--- src/verilog/l2_miss_defines.svh ---
`ifndef L2_MISS_DEFINES_SVH
`define L2_MISS_DEFINES_SVH

////////////////////////////////////////////////////////////////////////////
// widths
////////////////////////////////////////////////////////////////////////////

`define L2M_ADDR_W       28     // word address of a miss request
`define L2M_LINE_ADDR_W  26     // memory works on whole lines
`define L2M_LINE_W       512
`define L2M_WORD_W       128    // one L1 refill word
`define L2M_WAYS         4
`define L2M_WAY_W        2
`define L2M_L2_TAG_W     18     // valid bit included
`define L2M_L1_TAG_W     21     // valid bit included
`define L2M_L1_INDEX_W   8

////////////////////////////////////////////////////////////////////////////
// request address fields
////////////////////////////////////////////////////////////////////////////

`define L2M_WSEL_HI      1      // word within the line
`define L2M_WSEL_LO      0
`define L2M_L1_IDX_HI    7
`define L2M_L1_IDX_LO    0
`define L2M_SET_HI       10     // L2 set, low half of a write-back address
`define L2M_SET_LO       2
`define L2M_L2_TAG_HI    27
`define L2M_L2_TAG_LO    11
`define L2M_L1_TAG_HI    27
`define L2M_L1_TAG_LO    8

`endif

--- src/verilog/l2_miss_pkg.sv ---
`default_nettype none

package l2_miss_pkg;

    ////////////////////////////////////////////////////////////////////////////
    // miss controller states
    ////////////////////////////////////////////////////////////////////////////

    typedef enum logic [1:0] {
        IDLE       = 2'd0,  // waiting for a miss
        WRITE_BACK = 2'd1,  // dirty victim going out to memory
        READ_LINE  = 2'd2,  // new line coming in
        FILL       = 2'd3   // one cycle write into L2 and L1
    } miss_state_t;

    ////////////////////////////////////////////////////////////////////////////
    // access that caused the miss
    ////////////////////////////////////////////////////////////////////////////

    // a read also refills L1, a write only refills L2
    typedef enum logic {
        OP_READ  = 1'b0,
        OP_WRITE = 1'b1
    } access_op_t;

endpackage

`default_nettype wire

--- src/verilog/l2_refill_route.sv ---
`default_nettype none

`include "l2_miss_defines.svh"

module l2_refill_route
    import l2_miss_pkg::*;
(
    input  logic                       fill,           // single FILL cycle
    input  logic [`L2M_ADDR_W-1:0]     req_addr,
    input  access_op_t                 req_op,
    input  logic [`L2M_WAY_W-1:0]      req_way,
    input  logic                       req_l1_way,
    input  logic                       req_l1_side,
    input  logic [`L2M_LINE_W-1:0]     fill_line_q,
    // L2 write port
    output logic [`L2M_WAYS-1:0]       l2_way_we,
    output logic [`L2M_L2_TAG_W-1:0]   l2_tag_wd,
    output logic [`L2M_LINE_W-1:0]     l2_fill_line,
    // L1 refill port
    output logic                       l1_fill_valid,
    output logic                       l1_fill_side,   // 0 icache, 1 dcache
    output logic [1:0]                 l1_block_we,
    output logic [`L2M_L1_TAG_W-1:0]   l1_tag_wd,
    output logic [`L2M_L1_INDEX_W-1:0] l1_index,
    output logic [`L2M_WORD_W-1:0]     l1_word
);

    logic [`L2M_WSEL_HI-`L2M_WSEL_LO:0] word_sel;

    ////////////////////////////////////////////////////////////////////////////
    // L2 side
    ////////////////////////////////////////////////////////////////////////////

    // one-hot way enable, only while filling
    assign l2_way_we = fill ? (`L2M_WAYS'(1) << req_way) : '0;

    assign l2_tag_wd    = {1'b1, req_addr[`L2M_L2_TAG_HI:`L2M_L2_TAG_LO]};
    assign l2_fill_line = fill_line_q;

    ////////////////////////////////////////////////////////////////////////////
    // L1 side
    ////////////////////////////////////////////////////////////////////////////

    // a write miss finishes in L2, L1 is left alone
    assign l1_fill_valid = fill && (req_op == OP_READ);
    assign l1_fill_side  = req_l1_side;

    always_comb begin
        l1_block_we = 2'b00;
        if (l1_fill_valid) begin
            if (req_l1_way) begin
                l1_block_we = 2'b10;
            end else begin
                l1_block_we = 2'b01;
            end
        end
    end

    assign l1_tag_wd = {1'b1, req_addr[`L2M_L1_TAG_HI:`L2M_L1_TAG_LO]};
    assign l1_index  = req_addr[`L2M_L1_IDX_HI:`L2M_L1_IDX_LO];

    // addressed word out of the new line
    assign word_sel = req_addr[`L2M_WSEL_HI:`L2M_WSEL_LO];

    always_comb begin
        case (word_sel)
            2'd0:    l1_word = fill_line_q[1*`L2M_WORD_W-1:0*`L2M_WORD_W];
            2'd1:    l1_word = fill_line_q[2*`L2M_WORD_W-1:1*`L2M_WORD_W];
            2'd2:    l1_word = fill_line_q[3*`L2M_WORD_W-1:2*`L2M_WORD_W];
            default: l1_word = fill_line_q[4*`L2M_WORD_W-1:3*`L2M_WORD_W];
        endcase
    end

endmodule

`default_nettype wire

--- config.mk ---
export PLATFORM = sky130hd
export DESIGN_NAME = l2_refill_route
export DESIGN_NICKNAME = d
export VERILOG_FILES = /design/src/verilog/l2_miss_pkg.sv /design/src/verilog/l2_refill_route.sv
export VERILOG_INCLUDE_DIRS = /design/src /design/src/verilog
export SDC_FILE = /design/constraint.sdc
export NUM_CORES = 1
export LEC_CHECK = 0
export BUFFER_PORTS_ARGS = -buffer_cell sky130_fd_sc_hd__buf_2
export CORE_AREA = 2 2 490 492
export DETAILED_ROUTE_END_ITERATION = 12
export DIE_AREA = 0 0 492 494
export GPL_TIMING_DRIVEN = 0
export PLACE_DENSITY_LB_ADDON = 0.25
export SLEW_MARGIN = 20
export SYNTH_ARGS = -nofsm -noshare
export SYNTH_HDL_FRONTEND = slang
export SYNTH_SLANG_ARGS = --single-unit
--- constraint.sdc ---
create_clock -name vclk -period 1.1
set_input_delay 0.165 -clock vclk [all_inputs]
set_output_delay 0.165 -clock vclk [all_outputs]
set_load 0.1 [all_outputs]
## Yosys cells after proc, flatten, opt, wreduce, memory -nomap -nowiden

Cells that the tools add are included.

| word-level totals | value |
|---|---|
| flip-flop bits (word level) | 0 |
| input bits | 546 |
| output and inout port bits | 695 |
| word-level logic and storage cells | 10 |

| operators by class | value |
|---|---|
| eq/ne operators | 2 |
| shifts and indexed selects | 1 |
| muxes and demuxes | 4 |
| bitwise gates (word level) | 1 |
| reductions and logical operators | 2 |

Operators with widths:

| cell | count |
|---|---|
| case mux 128 bit (3 select lines) | 1 |
| two-way mux 2 bit | 2 |
| two-way mux 4 bit | 1 |
| left shift 1 x 2 -> 4 bit (first input constant) | 1 |
| equality test 2 x 1 -> 1 bit (second input constant) | 1 |
| equality test 2 bit (second input constant) | 1 |
| zero test 2 bit | 1 |
| logical AND 1 bit | 1 |
| inverter 1 bit | 1 |

## Longest topological paths before layout

| logic depth | value |
|---|---|
| depth in word-level cells | 3 |
| mapped depth | 3 |
| mapped depth without buffers | 1 |

## Least setup slack after synthesis

Ideal clock, no wire load.

| path | value |
|---|---|
| path kind | input to output |
| start | input req_op |
| end | output l1_block_we[0] |
| data arrival time | 2,377 ps |
| data required time | 935 ps |
| slack | -1,442 ps |
| stages on the path | 1 |
| buffers on the path | 0 |
| cells stage by stage | nor3b_1 |

| between the ends | value |
|---|---|
| cells in the longest elaborated chain, start to end | 3 |

RTL lines:

| element | line | source |
|---|---|---|
| from (decl) | l2_refill_route.sv:10 | `input access_op_t req_op,` |
| inverter 1 bit | l2_refill_route.sv:45 | `assign l1_fill_valid = fill && (req_op == OP_READ);` |
| logical AND 1 bit | l2_refill_route.sv:45 |  |
| two-way mux 2 bit | l2_refill_route.sv:50 | `if (l1_fill_valid) begin` |
| to (decl) | l2_refill_route.sv:22 | `output logic [1:0] l1_block_we,` |

Every way passes these cells.

## Worst setup path after layout

| path | value |
|---|---|
| start | input req_addr[0] |
| end | output l1_word[65] |

| between the ends | value |
|---|---|
| cells in the longest elaborated chain, start to end | 2 |
| elaborated cells on any way between the ends | 4 |
| classes of those cells | 2 x eq/ne; 1 x mux; 1 x reduce/logical |

RTL lines:

| element | line | source |
|---|---|---|
| from (decl) | l2_refill_route.sv:9 | `` input logic [`L2M_ADDR_W-1:0] req_addr, `` |
| equality test 2 bit, or another cell as far along | l2_refill_route.sv:66 | `case (word_sel)` |
| case mux 128 bit (3 select lines) * | l2_refill_route.sv:66 |  |
| to (decl) | l2_refill_route.sv:25 | `` output logic [`L2M_WORD_W-1:0] l1_word `` |

Every way passes the cells marked *; elsewhere a longest branch is shown, timed or not.

==> results.yml <==
outcome:
  status: "complete, but fails checks"
  violations: "setup timing"
power_and_ir_drop:
  seq_power_share_pct: 0
  p_sw_share_pct: 76.9
  clkPwrFrac_pct: 0
  netSwitchingPower_mw: 16.3
  combPwrFrac_pct: 100.0
  p_per_area_nw_per_um2: 1080
  p_leak_nw: 9.21
  ir_drop_v: 0.000499
  p_int_mw: 4.88
finish:
  multi_input_area_um2: 2980
  nFillCells: 28000
  drive_gt1_share_pct: 99.9
  seq_area_um2: 0
  nClkBuffers: 0
  syn_to_final_growth_pct: 162
  fin_util_pct: 8.22
  nets: 2502
  instances_no_fill: 5159
  n_sequential_cell: 0
die:
  dieArea_um2: 243000
  fp.dieH_um: 494
  initial_utilization_pct: 3.14
  die_w_um: 492
  core-area_um2: 237000
  num_rows: 179
  ios: 1241
synth:
  avgSynthCellArea_um2: 10.3
  syn_inst: 724
  synth-warning-count: 0
  synth_area_um2: 7460
  seq_area_frac_synth_pct: 0
  yosysUniqueCellTypes: 11
sta:
  hold_slack_ps: 707
  slew_headroom_pct: 52.2
  timing.final.crit_period_ps: 1590
  timing.final.crit_share_pct: 144
  drv_slew: 0
  tightest_slew_ps: 722
  rsz0062_at_grt: "yes"
  max_freq_mhz: 631
  setup_ws_ps: -486
  setup-violations-final: 131
  hold_viol: 0
grt:
  grt_pass1_wl_um: 196000
  grt_usage_pct: 13.4
  grt_max_degree: 11
  first_global_vias: 11600
  antenna_found_initial: 137
  grt-ovfl-total: 0
critical_path:
  crit_fanout: 7
  cp-end-kind: "output pin"
  crit_path_start: "req_addr[0]"
  start_kind: "input pin"
  cp.arrival_ps: 1420
  cp_slowest_cell: "mux4_2"
  cpPeakStageDelay_ps: 570
  crit_type: "in -> out"
  critPathMostFrequentCell: "buf_12"
  critPathRequiredTime_ps: 940
  crit_chain: "buf_16 > buf_8 > buf_12 > mux4_2 > buf_12"
  crit_end: "l1_word[65]"
detailed_routing:
  top_layer: "met5"
  via_count: 11600
  vias_per_cell: 2.24
  drtPass1Iterations: 4
  wirelength_met1_um: 56400
  drtAntennaViolNets: 0
  post_drt_wl_per_cell_um: 33.4
  routed_wl_um: 172000
  route.met3.wl_um: 29500
  wl_met2_um: 81100
  route.detailed.drc: 0
  drt_iter0_markers: 647
place:
  place_hpwl_um: 164000
  gp_congestion: 1.06
  dpl_worst_slack_ps: -1630
  io_buffers: 1210
  dp.cells: 5102
run:
  maxCapViolCount: 0
worst_hold_path:
  hp-class: "in -> out"
what timing repair did:
action / in CTS / in global routing
hold buffers: 0 / 0
pin swaps: 0 / 0
endpoints found under the setup margin: 234 / 148
cloned: 7 / 4
setup buffers: 11 / 0
resized for setup: 436 / 40
worst min path at each step:
stage	endpoint	from	slack (ps)	cells past startpoint
3_5_place_dp	l1_tag_wd[3]	req_addr[11]	710	2
2_1_floorplan	l1_fill_valid	req_op	430	1
4_1_cts	l1_block_we[0]	req_l1_way	710	3
3_3_place_gp	l2_tag_wd[10]	req_addr[21]	720	2
6_report	l1_block_we[0]	req_l1_way	710	3
5_1_grt	l1_block_we[0]	req_l1_way	710	3
cell families (layout without fill, tap and decap cells):
kind of cell           count (synthesis)  count (layout)  synth area share [%]
multiplexers                         128             128                  38.7
AND/OR/NAND/NOR                        7               7                 0.721
other                                  1              40                0.0503
buffers and inverters                588            1817                  60.6
layout by cell type, fill, tap and decap left out:
cell | netlist | final
and3_2 | 0 | 1
and3b_2 | 0 | 3
buf_12 | 10 | 34
buf_16 | 0 | 12
buf_2 | 13 | 957
buf_4 | 560 | 674
buf_6 | 4 | 101
buf_8 | 0 | 14
clkbuf_16 | 0 | 5
clkbuf_4 | 0 | 20
conb_1 | 1 | 2
diode_2 | 0 | 38
mux4_2 | 128 | 128
nor2b_4 | 0 | 1
nor3b_4 | 0 | 2
power by group through the flow:
| stage | logic (mW) | clock network, mW | registers [mW] |
|---|---|---|---|
| finish | 21.1 | 0.00000449 | 0 |
| global route | 21.7 | 0.00000159 | 0 |
| CTS | 21.3 | 0 | 0 |
| detailed placement | 20.0 | 0 | 0 |
| global placement | 20.0 | 0 | 0 |
| floorplan | 14.6 | 0 | 0 |
per-stage QoR:
| stage | power [mW] | cell area [um2] | TNS, ps |
|---|---|---|---|
| 6_report | 21.1 | 19500 | -51420 |
| 5_1_grt | 21.7 | 19500 | -55600 |
| 4_1_cts | 21.3 | 19200 | -56630 |
| 3_5_place_dp | 20.0 | 17600 | -129140 |
| 3_3_place_gp | 20.0 | 17600 | -273920 |
| 2_1_floorplan | 14.6 | 7540 | -36450 |
cells in the mapped netlist:
master / instances / area, um2
buf_2: 13 / 65.1
conb_1: 1 / 3.75
mux4_2: 128 / 2880
buf_6: 4 / 45.0
and3_1: 1 / 6.26
nor3b_1: 2 / 15.0
nor2b_1: 1 / 6.26
buf_12: 10 / 200
buf_4: 560 / 4200
and3b_1: 3 / 26.3
clkbuf_1: 1 / 3.75
final cells by class:
cell class,instances,share of cell area (%)
antenna,38,0.487
buffer,586,23.7
multi-input combinational,137,15.3
tap,3167,20.3
timing repair buffer,1231,40.3
layer usage:
layer	global-route usage, %	vias up
met1	13.2	5617
met4	2.47	22
met5	0	-
met2	22.8	1171
met3	9.71	244
li1	-	4506
worst max-delay path, delay by kind of cell:
family / cells / cell delay [ps]
buffers and inverters: 4 / 630
multiplexers: 1 / 570
(Power assumes the default switching activity.)
